==> config.mk <==
export PLATFORM = sky130hd
export DESIGN_NAME = ecc_queue_top
export DESIGN_NICKNAME = d
export VERILOG_FILES = /design/src/hw/ecc_pkg.sv /design/src/hw/queue_pkg.sv /design/src/hw/rf_array_2p.sv /design/src/hw/rf_16x39.sv /design/src/hw/ecc_secded_enc.sv /design/src/hw/ecc_secded_dec.sv /design/src/hw/ecc_queue_ctrl.sv /design/src/hw/ecc_queue_top.sv
export SDC_FILE = /design/constraint.sdc
export NUM_CORES = 1
export LEC_CHECK = 0
export BUFFER_PORTS_ARGS = -buffer_cell sky130_fd_sc_hd__buf_2
export CORE_AREA = 5 5 293 352
export CTS_BUF_LIST = sky130_fd_sc_hd__clkbuf_8
export CTS_CLUSTER_DIAMETER = 200
export DETAILED_ROUTE_END_ITERATION = 16
export DIE_AREA = 0 0 298 357
export REMOVE_ABC_BUFFERS = 1
export SYNTH_ARGS = -nofsm -noshare
export SYNTH_HDL_FRONTEND = slang
export SYNTH_SLANG_ARGS = --single-unit
==> constraint.sdc <==
create_clock -name clk -period 6.8 [get_ports clk]
set_input_delay 1.02 -clock clk [delete_from_list [all_inputs] [get_ports clk]]
set_output_delay 1.02 -clock clk [all_outputs]
set_load 0.005 [all_outputs]
==> src/hw/ecc_pkg.sv <==
//------------------------------------------------------------
// SECDED code definitions shared by the encoder and checker.
// Holds the codeword widths, the field layout and the table
// that places each data bit at its Hamming position.
//------------------------------------------------------------
package ecc_pkg;

    // Payload, Hamming check and full codeword widths
    localparam int unsigned DATA_W = 32;
    localparam int unsigned CHK_W  = 6;
    localparam int unsigned CODE_W = 39;

    // Field layout inside the codeword
    localparam int unsigned CHK_LSB = DATA_W;
    localparam int unsigned PAR_BIT = CODE_W - 1;

    // Data bit i takes the (i+1)-th position in 1..38 that is not a power of two
    function automatic logic [DATA_W*CHK_W-1:0] build_hpos();
        logic [DATA_W*CHK_W-1:0] tbl;
        int unsigned n;
        tbl = '0;
        n = 0;
        for (int unsigned p = 1; p < CODE_W; p++) begin
            if ((p & (p - 1)) != 0) begin
                tbl[n*CHK_W +: CHK_W] = CHK_W'(p);
                n++;
            end
        end
        return tbl;
    endfunction

    // Packed table, entry i sits in bits [i*CHK_W +: CHK_W]
    // Check bit k covers every data bit whose position has bit k set
    localparam logic [DATA_W*CHK_W-1:0] HPOS = build_hpos();

endpackage

==> src/hw/queue_pkg.sv <==
//------------------------------------------------------------
// Queue geometry and diagnostic injection layout.
// The top level takes its default parameters from here and
// the encoder uses the mask bit positions.
//------------------------------------------------------------
package queue_pkg;

    // Number of entries in the queue
    localparam int unsigned DEPTH = 16;

    // Pointer wide enough to address every entry
    localparam int unsigned PTR_W = 4;

    // Occupancy count needs one bit more to reach DEPTH
    localparam int unsigned CNT_W = 5;

    // Diagnostic mask, one bit per codeword bit that can be flipped
    localparam int unsigned INJ_W = 2;

    // Mask bit 0 hits the lowest data bit
    localparam int unsigned INJ_POS0 = 0;
    // Mask bit 1 hits the overall parity bit
    localparam int unsigned INJ_POS1 = 38;

endpackage

==> src/hw/rf_array_2p.sv <==
//------------------------------------------------------------
// Behavioral two-port storage array standing in for the
// register file macro. Write port on wclk, registered read
// port on rclk with an output reset.
//------------------------------------------------------------
`timescale 1ns/1ps

module rf_array_2p #(
    parameter int unsigned DEPTH  = 16,
    parameter int unsigned ADDR_W = 4,
    parameter int unsigned WIDTH  = 40
) (
    // Write port
    input  logic              wclk,
    input  logic              we,
    input  logic [ADDR_W-1:0] waddr,
    input  logic [WIDTH-1:0]  wdata,

    // Read port
    input  logic              rclk,
    input  logic              re,
    input  logic [ADDR_W-1:0] raddr,
    input  logic              rst_sync,
    output logic [WIDTH-1:0]  rdata
);

    // Storage cells
    logic [WIDTH-1:0] mem [DEPTH];

    // Write happens at the edge where we is high
    always_ff @(posedge wclk) begin
        if (we) begin
            mem[waddr] <= wdata;
        end
    end

    // The read register holds its value between reads
    // and clears under the synchronized reset like the macro output stage
    always_ff @(posedge rclk) begin
        if (rst_sync) begin
            rdata <= '0;
        end else if (re) begin
            rdata <= mem[raddr];
        end
    end

endmodule

==> src/hw/rf_16x39.sv <==
//------------------------------------------------------------
// Register file wrapper for the 16x39 codeword store.
// Pads writes to the 40-bit physical array, synchronizes the
// array reset on rclk and adds the output register stage.
//------------------------------------------------------------
`timescale 1ns/1ps

module rf_16x39 #(
    parameter int unsigned DEPTH  = 16,
    parameter int unsigned ADDR_W = 4,
    parameter int unsigned WIDTH  = 40
) (
    input  logic                        wclk,
    input  logic                        rclk,
    input  logic                        rst,

    input  logic                        we,
    input  logic [ADDR_W-1:0]           waddr,
    input  logic [ecc_pkg::CODE_W-1:0]  wdata,

    input  logic                        re,
    input  logic [ADDR_W-1:0]           raddr,
    output logic [ecc_pkg::CODE_W-1:0]  rdata
);

    import ecc_pkg::*;

    logic [1:0]        rst_sync_q;
    logic              rst_sync;
    logic [WIDTH-1:0]  arr_wdata;
    logic [WIDTH-1:0]  arr_rdata;

    //------------------------------------------------------------
    // Reset synchronizer
    //------------------------------------------------------------

    // Two flops on rclk, so release lags rst by two cycles
    always_ff @(posedge rclk) begin
        rst_sync_q <= {rst_sync_q[0], rst};
    end

    assign rst_sync = rst_sync_q[1];

    //------------------------------------------------------------
    // Array and data path
    //------------------------------------------------------------

    // The spare physical bit is written as zero
    assign arr_wdata = {{(WIDTH - CODE_W){1'b0}}, wdata};

    rf_array_2p #(
        .DEPTH  (DEPTH),
        .ADDR_W (ADDR_W),
        .WIDTH  (WIDTH)
    ) i_rf (
        .wclk     (wclk),
        .we       (we),
        .waddr    (waddr),
        .wdata    (arr_wdata),
        .rclk     (rclk),
        .re       (re),
        .raddr    (raddr),
        .rst_sync (rst_sync),
        .rdata    (arr_rdata)
    );

    // Second read stage, the spare bit is dropped here
    always_ff @(posedge rclk) begin
        rdata <= arr_rdata[CODE_W-1:0];
    end

endmodule

==> src/hw/ecc_secded_enc.sv <==
//------------------------------------------------------------
// Combinational SECDED encoder for the write path.
// Builds the Hamming checks and overall parity, then applies
// the diagnostic mask before the word goes to the array.
//------------------------------------------------------------
`timescale 1ns/1ps

module ecc_secded_enc (
    input  logic [ecc_pkg::DATA_W-1:0]  data,
    input  logic [queue_pkg::INJ_W-1:0] inject,
    output logic [ecc_pkg::CODE_W-1:0]  code
);

    import ecc_pkg::*;
    import queue_pkg::*;

    logic [CHK_W-1:0]  chk;
    logic [CODE_W-1:0] clean;

    // Each check bit is the XOR of the data bits whose position has that bit set
    always_comb begin
        chk = '0;
        for (int unsigned i = 0; i < DATA_W; i++) begin
            for (int unsigned k = 0; k < CHK_W; k++) begin
                if (HPOS[i*CHK_W + k]) begin
                    chk[k] = chk[k] ^ data[i];
                end
            end
        end
    end

    // Data and checks first, overall parity covers everything below it
    always_comb begin
        clean                   = '0;
        clean[DATA_W-1:0]       = data;
        clean[CHK_LSB +: CHK_W] = chk;
        clean[PAR_BIT]          = ^clean[PAR_BIT-1:0];
    end

    // Diagnostic flips are applied after parity so they show up as errors
    always_comb begin
        code           = clean;
        code[INJ_POS0] = clean[INJ_POS0] ^ inject[0];
        code[INJ_POS1] = clean[INJ_POS1] ^ inject[1];
    end

endmodule

==> src/hw/ecc_secded_dec.sv <==
//------------------------------------------------------------
// SECDED checker on the read path.
// Computes the syndrome and overall parity, corrects single
// errors, flags double errors and registers the result when
// the controller signals a pending read.
//------------------------------------------------------------
`timescale 1ns/1ps

module ecc_secded_dec (
    input  logic                        clk,
    input  logic                        rst,
    input  logic                        rd_pending,
    input  logic [ecc_pkg::CODE_W-1:0]  code,
    output logic [ecc_pkg::DATA_W-1:0]  data,
    output logic                        valid,
    output logic                        sb_err,
    output logic                        db_err
);

    import ecc_pkg::*;

    logic [CHK_W-1:0]  syn;
    logic              par_odd;
    logic [DATA_W-1:0] fixed;
    logic              sb;
    logic              db;

    //------------------------------------------------------------
    // Syndrome and parity check
    //------------------------------------------------------------

    // Start from the stored checks and fold in the recomputed ones
    always_comb begin
        syn = code[CHK_LSB +: CHK_W];
        for (int unsigned i = 0; i < DATA_W; i++) begin
            for (int unsigned k = 0; k < CHK_W; k++) begin
                if (HPOS[i*CHK_W + k]) begin
                    syn[k] = syn[k] ^ code[i];
                end
            end
        end
    end

    // Parity over the whole codeword is odd after any single flip
    assign par_odd = ^code;

    //------------------------------------------------------------
    // Classification and correction
    //------------------------------------------------------------

    // Odd parity means one flipped bit somewhere in the codeword
    // A zero syndrome in that case points at the parity bit itself
    // Even parity with a nonzero syndrome is two flipped bits
    always_comb begin
        fixed = code[DATA_W-1:0];
        sb    = par_odd;
        db    = !par_odd && (syn != '0);
        if (par_odd && (syn != '0)) begin
            // Flip only when the syndrome names a data position
            for (int unsigned i = 0; i < DATA_W; i++) begin
                if (HPOS[i*CHK_W +: CHK_W] == syn) begin
                    fixed[i] = ~fixed[i];
                end
            end
        end
    end

    //------------------------------------------------------------
    // Output register
    //------------------------------------------------------------

    // The corrected word is loaded with each pending read
    always_ff @(posedge clk) begin
        if (rd_pending) begin
            data <= fixed;
        end
    end

    // valid is a one-cycle pulse per completed read
    always_ff @(posedge clk) begin
        if (rst) begin
            valid  <= 1'b0;
            sb_err <= 1'b0;
            db_err <= 1'b0;
        end else begin
            valid <= rd_pending;
            if (rd_pending) begin
                sb_err <= sb;
                db_err <= db;
            end
        end
    end

endmodule

==> src/hw/ecc_queue_ctrl.sv <==
//------------------------------------------------------------
// Queue controller. Applies the push and pop acceptance
// rules, keeps the pointers and count, and tracks reads in
// flight so the checker knows when its input is valid.
//------------------------------------------------------------
`timescale 1ns/1ps

module ecc_queue_ctrl #(
    parameter int unsigned DEPTH = 16,
    parameter int unsigned PTR_W = 4,
    parameter int unsigned CNT_W = 5
) (
    input  logic             clk,
    input  logic             rst,
    input  logic             push,
    input  logic             pop,

    // Array write port
    output logic             we,
    output logic [PTR_W-1:0] waddr,

    // Array read port
    output logic             re,
    output logic [PTR_W-1:0] raddr,
    output logic             rd_pending,

    // Status
    output logic             full,
    output logic             empty,
    output logic [CNT_W-1:0] count,
    output logic             overflow
);

    logic [PTR_W-1:0] wptr;
    logic [PTR_W-1:0] rptr;
    logic [CNT_W-1:0] cnt;
    logic [1:0]       hold_q;
    logic             hold;
    logic             rd_q;
    logic             push_ok;
    logic             pop_ok;

    //------------------------------------------------------------
    // Acceptance
    //------------------------------------------------------------

    // Status comes straight from the count
    assign full  = (cnt == CNT_W'(DEPTH));
    assign empty = (cnt == '0);
    assign count = cnt;

    // The array reset stays asserted two cycles past rst, so requests wait too
    assign hold = |hold_q;

    // Both decisions use the status before this edge
    assign push_ok = push && !full && !hold;
    assign pop_ok  = pop && !empty && !hold;

    // The array sees the accepted strobes in the same cycle
    assign we    = push_ok;
    assign waddr = wptr;
    assign re    = pop_ok;
    assign raddr = rptr;

    //------------------------------------------------------------
    // Pointers, count and flags
    //------------------------------------------------------------

    always_ff @(posedge clk) begin
        if (rst) begin
            wptr       <= '0;
            rptr       <= '0;
            cnt        <= '0;
            overflow   <= 1'b0;
            hold_q     <= 2'b11;
            rd_q       <= 1'b0;
            rd_pending <= 1'b0;
        end else begin
            hold_q <= {hold_q[0], 1'b0};

            // Pointers wrap at DEPTH
            if (push_ok) begin
                wptr <= (wptr == PTR_W'(DEPTH - 1)) ? '0 : wptr + 1'b1;
            end
            if (pop_ok) begin
                rptr <= (rptr == PTR_W'(DEPTH - 1)) ? '0 : rptr + 1'b1;
            end

            // Push and pop together leave the count unchanged
            case ({push_ok, pop_ok})
                2'b10:   cnt <= cnt + 1'b1;
                2'b01:   cnt <= cnt - 1'b1;
                default: cnt <= cnt;
            endcase

            // A push into a full queue is lost and sticks until reset
            if (push && full) begin
                overflow <= 1'b1;
            end

            // Read pipeline, first stage matches the array read register,
            // second stage matches the wrapper output register
            rd_q       <= pop_ok;
            rd_pending <= rd_q;
        end
    end

endmodule

==> src/hw/ecc_queue_top.sv <==
//------------------------------------------------------------
// ECC queue top level. Wires the controller, the encoder,
// the 16x39 register file and the checker together. Both
// register file clocks run from clk.
//------------------------------------------------------------
`timescale 1ns/1ps

module ecc_queue_top #(
    parameter int unsigned DEPTH = queue_pkg::DEPTH,
    parameter int unsigned PTR_W = queue_pkg::PTR_W,
    parameter int unsigned CNT_W = queue_pkg::CNT_W,
    parameter int unsigned WIDTH = 40
) (
    input  logic                        clk,
    input  logic                        rst,

    input  logic                        push,
    input  logic [ecc_pkg::DATA_W-1:0]  push_data,
    input  logic [queue_pkg::INJ_W-1:0] inject,
    input  logic                        pop,

    output logic [ecc_pkg::DATA_W-1:0]  pop_data,
    output logic                        pop_valid,
    output logic                        sb_err,
    output logic                        db_err,

    output logic                        full,
    output logic                        empty,
    output logic [CNT_W-1:0]            count,
    output logic                        overflow
);

    import ecc_pkg::*;

    logic              we;
    logic [PTR_W-1:0]  waddr;
    logic              re;
    logic [PTR_W-1:0]  raddr;
    logic              rd_pending;
    logic [CODE_W-1:0] wdata;
    logic [CODE_W-1:0] rdata;

    ecc_queue_ctrl #(
        .DEPTH (DEPTH),
        .PTR_W (PTR_W),
        .CNT_W (CNT_W)
    ) i_ctrl (
        .clk        (clk),
        .rst        (rst),
        .push       (push),
        .pop        (pop),
        .we         (we),
        .waddr      (waddr),
        .re         (re),
        .raddr      (raddr),
        .rd_pending (rd_pending),
        .full       (full),
        .empty      (empty),
        .count      (count),
        .overflow   (overflow)
    );

    // Write word is encoded in the same cycle as the push
    ecc_secded_enc i_enc (
        .data   (push_data),
        .inject (inject),
        .code   (wdata)
    );

    rf_16x39 #(
        .DEPTH  (DEPTH),
        .ADDR_W (PTR_W),
        .WIDTH  (WIDTH)
    ) i_rf (
        .wclk  (clk),
        .rclk  (clk),
        .rst   (rst),
        .we    (we),
        .waddr (waddr),
        .wdata (wdata),
        .re    (re),
        .raddr (raddr),
        .rdata (rdata)
    );

    ecc_secded_dec i_dec (
        .clk        (clk),
        .rst        (rst),
        .rd_pending (rd_pending),
        .code       (rdata),
        .data       (pop_data),
        .valid      (pop_valid),
        .sb_err     (sb_err),
        .db_err     (db_err)
    );

endmodule

Word level (Yosys, flattened, before mapping)
Memory sizes are Yosys's and may differ from the RTL's. A register that Yosys moved wholly into a read port is not among the register bits.
Cells that the tools add are included.

word-level totals
  memories kept = 1
  bits in writable memories = 624
  flip-flop bits (word level) = 94
  input bits = 38
  word-level logic and storage cells = 320

operators by class
  reduce and logical (&&, ||, !) cells = 17
  multiplexer cells = 39
  bitwise operators = 208
  add/sub/neg operators = 4
  equality and inequality tests = 37

memories
  name           depth  bits a word  rd ports  clocked after memory_dff  wr ports  RTL line           text
  i_rf.i_rf.mem  16     39           1         1                         1         rf_array_2p.sv:28  logic [WIDTH-1:0] mem [DEPTH];

operators by type and width
  kind                                               number
  bitwise XOR 1 bit                                  176
  == test 5 x 6 -> 1 bit (first input constant)      15
  == test 4 x 6 -> 1 bit (first input constant)      7
  parity 39 bit                                      1
  parity 38 bit                                      1
  == test 6 bit (first input constant)               6
  2-to-1 mux 1 bit                                   35
  2-to-1 mux 32 bit                                  1
  NOT 1 bit                                          32
  == test 3 x 6 -> 1 bit (first input constant)      3
  one-hot mux 5 bit (2 select lines)                 1
  adder 4 x 1 -> 4 bit (second input constant)       2
  == test 4 bit (second input constant)              2
  2-to-1 mux 4 bit                                   2
  logical AND 1 bit                                  7
  == test 2 x 6 -> 1 bit (first input constant)      1
  nonzero test 6 bit                                 1
  adder 5 x 1 -> 5 bit (second input constant)       1
  == test 5 bit (second input constant)              1
  zero test 5 bit                                    1
  subtractor 5 x 1 -> 5 bit (second input constant)  1
  zero test 1 bit                                    4
  == test 2 x 1 -> 1 bit (second input constant)     1
  == test 2 bit (second input constant)              1
  other kinds (2)                                    2

Longest topological paths before layout
Gate-level depths: netlist of the first run.

  depth after elaboration = 21
  gate-level depth with buffers = 15
  gate-level depth less buffers = 13

Hierarchy
From an unflattened synthesis of the first run, not the netlist that was laid out.

second synthesis, totals
  cell total of the unflattened synthesis = 1938
  area total of the unflattened synthesis = 31386.4 um^2

modules (own cells, without submodules)
  module          instances  area an instance (um^2)  sequential area each (um^2)  cells an instance
  rf_array_2p     1          26077.5                  20019.2                      1514
  ecc_secded_dec  1          2708.8                   1021.0                       193
  ecc_queue_ctrl  1          909.6                    360.3                        98
  ecc_secded_enc  1          865.8                    0.0                          91
  rf_16x39        1          824.5                    820.8                        42

Worst setup path before layout of the first run
OpenSTA, ideal clock, no wires.

  path type = input -> register
  start point = input port push
  end point = memory i_rf.i_rf.mem[3][0] (netlist bit) (enable)
  buffers on the path = 1
  data required time = 6.316 ns
  data arrival time = 4.295 ns
  setup time = 0.484 ns
  path slack = 2.022 ns
  stages = 4
  cell sequence = and3_1 clkbuf_1 nand2_1 nor3_1

between the ends
  word-level cells in the longest chain between the ends = 4

RTL lines
  element                                 RTL line              text
  start, declared                         ecc_queue_top.sv:17   input logic push,
  logical AND 1 bit (2 in a row)          ecc_queue_ctrl.sv:56  assign push_ok = push && !full && !hold;
  2-to-1 mux 1 bit                        rf_array_2p.sv:32     if (we) begin
  2-to-1 mux 1 bit (not written as such)  rf_array_2p.sv:33     mem[waddr] <= wdata;
  end, declared                           rf_array_2p.sv:28

Every way passes these cells.

Final worst setup path of the first run
  start point = input port push_data[10] (netlist bit)
  end point = memory i_rf.i_rf.mem[6][38] (netlist bit) (data pin)

between the ends
  word-level cells in the longest chain between the ends = 14
  elaborated cells between the ends (all ways) = 47

RTL lines
  element                          RTL line              text
  start, declared                  ecc_queue_top.sv:18   input logic [ecc_pkg::DATA_W-1:0] push_data,
  bitwise XOR 1 bit (12 in a row)  ecc_secded_enc.sv:26  chk[k] = chk[k] ^ data[i];
  named net i_enc.clean[33]        ecc_secded_enc.sv:18  logic [CODE_W-1:0] clean;
  parity 38 bit                    ecc_secded_enc.sv:37  clean[PAR_BIT] = ^clean[PAR_BIT-1:0];
  bitwise XOR 1 bit                ecc_secded_enc.sv:44  code[INJ_POS1] = clean[INJ_POS1] ^ inject[1];
  named net i_enc.code (one bit)   ecc_secded_enc.sv:11  output logic [ecc_pkg::CODE_W-1:0] code

The timed path passes the listed nets, and every way through them passes these cells.

==> results of run 1 <==
-- path summary, 6_finish.rpt --
| kind | start | endpoint | slack [ps] |
|---|---|---|---|
| setup / recovery | push_data[10] | i_rf.i_rf.mem[6][38] | 3010 |
| setup reg to reg | i_ctrl.count[0] | i_ctrl.count[4] | 3180 |
| hold / removal | i_rf.i_rf.rdata[26] | i_rf.rdata[26] | 340 |
| hold reg to reg | i_rf.i_rf.rdata[26] | i_rf.rdata[26] | 340 |
-- power breakdown --
part / total (µW) / leakage (µW) / switching [µW] / internal, µW
Combinational: 486 / 0.00249 / 357 / 129
Sequential: 5300 / 0.00672 / 4.83 / 5290
Clock: 3500 / 0.00127 / 1720 / 1770
Total: 9280 / 0.0105 / 2090 / 7190
-- synthesized netlist by cell type, drive strengths merged --
| cell type | count | area (µm²) |
|---|---|---|
| ha | 9 | 113 |
| or3 | 2 | 12.5 |
| clkbuf | 46 | 173 |
| a211oi | 1 | 7.51 |
| nor2b | 4 | 25.0 |
| nor4 | 1 | 6.26 |
| clkinv | 1 | 3.75 |
| nand3 | 19 | 95.1 |
| fa | 1 | 20.0 |
| and3 | 1 | 6.26 |
| inv | 9 | 33.8 |
| or2 | 3 | 18.8 |
| a31o | 1 | 8.76 |
| mux4 | 195 | 4390 |
| nand4 | 3 | 18.8 |
| xnor3 | 14 | 323 |
| o21ai | 6 | 41.3 |
| a22oi | 1 | 7.51 |
| dfxtp | 100 | 2000 |
| xor3 | 2 | 48.8 |
| edfxtp | 656 | 19700 |
| nand2b | 2 | 12.5 |
| nor3b | 4 | 68.8 |
| nor3 | 7 | 45.0 |
| mux2i | 4 | 52.6 |
| buf | 22 | 97.6 |
| a311oi | 1 | 8.76 |
| a31oi | 1 | 6.26 |
| xor2 | 31 | 287 |
| xnor2 | 116 | 1040 |
| a21oi | 50 | 250 |
| nand2 | 97 | 364 |
| a21o | 3 | 22.5 |
| nor2 | 32 | 120 |
| o211ai | 15 | 113 |
-- per-stage QoR --
stage                     setup TNS [ps]  utilization  hold WS, ps
final                                  0        0.340          339
after global routing                   0        0.340          334
after CTS                              0        0.340          345
after detailed placement               0        0.318          335
after global placement                 0        0.318          338
after floorplan                   -47270            -          331
-- layer usage --
metal  up-vias  wire, µm
met3        91      4310
met4         4      1340
met5         -        27
met2       415     34800
li1       6141         -
met1      7431     28500
-- registers in the layout, summed over array words and instances (netlist names) --
register,count
i_dec.data,32
i_dec.sb_err,1
i_rf.i_rf.rdata,39
i_ctrl.count,5
i_dec.db_err,1
i_ctrl.rd_q,1
i_dec.valid,1
i_ctrl.waddr,4
i_rf.rst_sync_q,2
i_rf.i_rf.mem,624
i_ctrl.raddr,4
i_ctrl.overflow,1
i_ctrl.hold_q,1
i_ctrl.rd_pending,1
i_rf.rdata,39
-- worst max-delay path, stage by stage --
cell and delay (ps):
buf_2 300, xor2_1 130, xnor2_1 490, xnor2_1 170
xnor2_1 170, xnor2_1 920, xnor2_1 210, xor2_1 750
-- layout by cell type (no fill, tap or decap), drive strengths merged, types with 2 or more instances in the layout --
cell,netlist,final
nor3,7,7
a21oi,50,50
mux4,195,195
ha,9,9
xnor3,14,14
diode,0,4
clkbuf,46,119
nand4,3,3
nor2,32,32
nor2b,4,4
or2,3,3
xnor2,116,116
edfxtp,656,656
nand3,19,19
a21o,3,3
xor2,31,31
or3,2,2
nor3b,4,4
dfxtp,100,100
buf,22,106
clkinv,1,30
mux2i,4,4
nand2b,2,2
xor3,2,2
nand2,97,97
bufinv,0,4
o211ai,15,15
inv,9,62
o21ai,6,6
-- kinds of logic (layout without fill, tap and decap cells) --
| family | count (synthesis) | count (layout) | share of synthesized area |
|---|---|---|---|
| AOI/OAI and AO/OA | 79 | 79 | 0.0158 |
| buffers and inverters | 78 | 322 | 0.0104 |
| and+or+nand+nor | 175 | 175 | 0.0268 |
| muxes | 199 | 199 | 0.150 |
| DFF | 756 | 756 | 0.735 |
| adders and majority gates | 10 | 10 | 0.00449 |
| other | 0 | 4 | 0 |
| xor gates and xnor gates | 163 | 163 | 0.0576 |
-- layout make-up --
| class | instances | area (µm²) | area share |
|---|---|---|---|
| Clock inverter | 87 | 489 | 0.0145 |
| Antenna cell | 4 | 10.0 | 0.000297 |
| Inverter | 10 | 37.5 | 0.00111 |
| Clock buffer | 119 | 1640 | 0.0485 |
| Tap cell | 1290 | 1610 | 0.0478 |
| Timing Repair Buffer | 106 | 608 | 0.0180 |
| Multi-Input combinational cell | 626 | 7650 | 0.226 |
| Sequential cell | 756 | 21700 | 0.643 |
==> flow_metrics.env, run 1 <==
export IMPL_synth_cells=1460
export IMPL_drt_pass1_iterations=5
export IMPL_clockBufferDepth=3
export IMPL_cts_resized=0
export IMPL_grt_pass1_wl_um=102000
export IMPL_fmax_ghz=0.264
export IMPL_p_leak_uw=0.0105
export IMPL_area_delta_synth_final_pct=14.3
export IMPL_setup_viol=0
export IMPL_outcome="complete, no violations"
export IMPL_antenna_found_initial=8
export IMPL_gp_congestion=0.786
export IMPL_pre_cts_ws_ps=2230
export IMPL_numPortBuffers=80
export IMPL_layout_min_cycle_time_ps=3790
export IMPL_finalNonFillerCells=2998
export IMPL_cap_viol_max_count=0
export IMPL_drive_above_1_share=0.283
export IMPL_grt_met3_usage=0.0281
export IMPL_synth_seq_cells=756
export IMPL_layout_nets=1663
export IMPL_dr_total_vias=14082
export IMPL_cts_tree="built"
export IMPL_busiest_layer="met2"
export IMPL_place_area_mm2=0.0316
export IMPL_hold_class="reg -> reg"
export IMPL_viasPerCell=4.70
export IMPL_skew_ps=36.0
export IMPL_hold_violations=0
export IMPL_first_global_vias=14916
export IMPL_min_path_cells=0
export IMPL_drtAntennaViolNets=0
export IMPL_fillers=9220
export IMPL_rows=127
export IMPL_required_ps=7170
export IMPL_die_x_um=298
export IMPL_synth_cell_types=49
export IMPL_slew_violations=0
export IMPL_post_route_cell_area_mm2=0.0338
export IMPL_clkTransAtPathRegs_ps=60
export IMPL_period_share=0.557
export IMPL_clock_sinks=756
export IMPL_critPathKind="in -> reg"
export IMPL_reg2reg_depth=13
export IMPL_grt_use_total=0.129
export IMPL_routedWlPerCell_um=23.0
export IMPL_core_area_mm2=0.0993
export IMPL_finalWorstSetupSlack_ps=3010
export IMPL_die_h_um=357
export IMPL_dp_hpwl_um=39200
export IMPL_drt_iter0_drc=1117
export IMPL_ir_drop_mv=0.158
export IMPL_power_total_uw=9280
export IMPL_dp_cells=2788
export IMPL_cts_setup_buffers=0
export IMPL_grtUsageMet2=0.220
export IMPL_powerDensity_mw_per_mm2=275
export IMPL_grt_max_degree=71
export IMPL_die_area_mm2=0.106
export IMPL_synth_area_mm2=0.0295
export IMPL_ys_seq_area_frac=0.735
export IMPL_grt_overflow=0
export IMPL_ios=81
export IMPL_syn_avg_cell_area_um2=20.2
export IMPL_synth_warnings=0
export IMPL_cts_root_buf="clkbuf_8"
export IMPL_critPathLaunchType="input pin"
export IMPL_maxSlewHeadroom=0.159
export IMPL_h_tree_depth=3
export IMPL_met1_usage=0.166
export IMPL_cp_arrival_ps=4160
export IMPL_cp_max_fo=19
export IMPL_worstSetupEndpointType="flip-flop"
export IMPL_start_util=0.297
export IMPL_cts_buffers=115
export IMPL_clk_latency_ps=730
export IMPL_postCtsHoldBufs=0
export IMPL_drc_errors=0
export IMPL_rsz0062_at_grt="no"
export IMPL_worstMarginPinSlew_ps=1250
export IMPL_wl_um=69000
Note: power is estimated with default switching activity, not from simulation.
==> run 2, diff against run 1 <==
- ABC_AREA: default -> 1
- CORE_AREA: 5 5 293 352 -> 5 5 306 368
- DIE_AREA: 0 0 298 357 -> 0 0 311 373
- clock period: 6.8 -> 3.3 ns (I/O delays scaled with it)
==> flow_metrics.env, run 2 <==
export IMPL_outcome="complete, no violations"
export IMPL_gp_congestion=0.898
export IMPL_fillers=10853
export IMPL_layout_common_cells="715 x nand2_1, 656 x edfxtp_1, 369 x nor2_1"
export IMPL_routedWlPerCell_um=19.9
export IMPL_powerDensity_mw_per_mm2=531
export IMPL_clockBufferDepth=3
export IMPL_critPathKind="reg -> reg"
export IMPL_p_leak_uw=0.0136
export IMPL_skew_ps=50.6
export IMPL_setup_viol=0
export IMPL_worstSetupEndpointType="flip-flop"
export IMPL_fmax_ghz=0.360
export IMPL_h_tree_depth=3
export IMPL_area_delta_synth_final_pct=15.4
export IMPL_drc_errors=0
export IMPL_top_regs="i_rf.i_rf.mem: 624 flops, i_rf.i_rf.rdata: 39 flops, i_rf.rdata: 39 flops"
export IMPL_dp_hpwl_um=55100
export IMPL_core_area_mm2=0.109
export IMPL_clk_latency_ps=740
export IMPL_slew_violations=0
export IMPL_die_area_mm2=0.116
export IMPL_synth_warnings=0
export IMPL_hold_class="in -> reg"
export IMPL_cts_tree="built"
export IMPL_ir_drop_mv=0.323
export IMPL_cts_resized=0
export IMPL_syn_avg_cell_area_um2=10.7
export IMPL_drt_pass1_iterations=5
export IMPL_ios=81
export IMPL_synthFlopType="edfxtp_1"
export IMPL_grt_max_degree=117
export IMPL_rows=133
export IMPL_antenna_found_initial=17
export IMPL_cp_max_fo=36
export IMPL_fin_util=0.342
export IMPL_required_ps=3770
export IMPL_dp_cells=4431
export IMPL_grtUsageMet2=0.267
export IMPL_critPathLaunchType="flip-flop"
export IMPL_drt_iter0_drc=1758
export IMPL_busiest_layer="met2"
export IMPL_met1_usage=0.195
export IMPL_drtAntennaViolNets=0
export IMPL_start_util=0.297
export IMPL_synth_top_cell_area_share=0.610
export IMPL_worstMarginPinSlew_ps=995
export IMPL_cap_viol_max_count=0
export IMPL_cts_root_buf="clkbuf_8"
export IMPL_synth_cells=3003
export IMPL_hold_violations=0
export IMPL_synth_area_mm2=0.0323
export IMPL_ys_async_sr_fraction=0
export IMPL_grt_use_total=0.154
export IMPL_synth_seq_cells=756
export IMPL_finalNonFillerCells=4665
export IMPL_synth_area_leaders="edfxtp_1 61%, nand2_1 8.3%, dfxtp_1 6.2%"
export IMPL_mostFrequentLayoutCell="nand2_1"
export IMPL_synthTopCellsByCount="715 x nand2_1, 656 x edfxtp_1, 385 x nor2_1"
export IMPL_rsz0062_at_grt="no"
export IMPL_numPortBuffers=80
export IMPL_power_total_uw=19800
export IMPL_synth_edff_count=656
export IMPL_layout_min_cycle_time_ps=2780
export IMPL_die_x_um=311
export IMPL_wl_um=92800
export IMPL_period_share=0.842
export IMPL_largest_reg_flops=624
export IMPL_maxSlewHeadroom=0.337
export IMPL_grt_pass1_wl_um=139000
export IMPL_drive_above_1_share=0.123
export IMPL_die_h_um=373
export IMPL_whs_ps=100
export IMPL_layout_nets=3183
export IMPL_clock_sinks=756
export IMPL_yosysMostFrequentCell="nand2_1"
export IMPL_synth_cell_types=42
export IMPL_cp_arrival_ps=3250
export IMPL_ys_seq_area_frac=0.672
export IMPL_dr_total_vias=23056
export IMPL_grt_overflow=0
export IMPL_viasPerCell=4.94
export IMPL_first_global_vias=22080
export IMPL_yosys_area_top_type="edfxtp_1"
export IMPL_grt_met3_usage=0.0292
export IMPL_clkTransAtPathRegs_ps=60
export IMPL_cts_buffers=117
export IMPL_regMostFlops="i_rf.i_rf.mem"
[run 2: cell count changes after synthesis, sizes merged, moves of 83 or more]
cell	previous run	this run
o21ai	6	364
nand2	97	732
xnor2	116	33
inv	9	147
nand3	19	124
o22ai	0	98
mux4	195	0
nor2	32	390
clkbuf	46	139
[run 2: final timing paths]
path / from / endpoint / slack (ps) / depth (start not counted)
setup / recovery: i_rf.rdata[25] / i_dec.data[23] / 520 / 15
setup reg to reg: i_rf.rdata[25] / i_dec.data[23] / 520 / 15
hold / removal: push_data[24] / i_rf.i_rf.mem[11][24] / 100 / 1
hold reg to reg: i_rf.i_rf.rdata[18] / i_rf.rdata[18] / 330 / 0
[run 2: worst max-delay path, stage by stage (launching register included)]
cell	delay, ps
dfxtp_1	510
xor2_2	440
nand2_1	140
nand2_1	100
nand2_1	50
nand2_1	100
inv_1	50
nand3_2	110
nand2_1	100
nand2_2	210
nor2_8	80
nor2_8	190
buf_12	220
nand2_1	70
nand2_1	50
nand2_1	80
[run 2: layout make-up]
| cell class | instances | area, µm² | share of cell area |
|---|---|---|---|
| Inverter | 149 | 574 | 0.0154 |
| Tap cell | 1417 | 1770 | 0.0476 |
| Clock buffer | 128 | 1760 | 0.0473 |
| Clock inverter | 95 | 497 | 0.0133 |
| Timing Repair Buffer | 171 | 1450 | 0.0389 |
| Sequential cell | 756 | 21700 | 0.583 |
| Multi-Input combinational cell | 1940 | 9480 | 0.254 |
| Antenna cell | 9 | 22.5 | 0.000604 |
[run 2: cell families after synthesis]
logic type,Yosys count,share of synthesized area
XOR/XNOR,58,0.0160
AO/OA/AOI/OAI,593,0.109
flip-flops,756,0.672
adder cells (fa/ha/maj),10,0.00411
AND/OR/NAND/NOR,1279,0.161
buffers and inverters,307,0.0381
[run 2: what timing repair did]
item,4_1_cts,5_1_grt
hold buffers,2,0
hold endpoints to repair,2,0
buffers inserted,0,0
[run 2: metrics by stage]
stage	worst slack [ps]	cell area [µm²]	TNS, ps
2_1_floorplan	-8950	31600	-406870
3_3_place_gp	491	35000	0
3_5_place_dp	482	35000	0
4_1_cts	535	37200	0
5_1_grt	214	37200	0
6_report	520	37300	0
[run 2: power breakdown]
part	internal, µW	switching, µW
logic	472	1250
clock network	3750	3710
registers	10600	46.4
total	14800	5000
[run 2: routing by layer]
layer | routed length [µm] | up-vias | share of wire
met5 | 39 | - | 0.00042
met4 | 2600 | 6 | 0.028
met3 | 6150 | 155 | 0.066
met2 | 45600 | 736 | 0.49
met1 | 38400 | 11294 | 0.41
li1 | - | 10865 | -
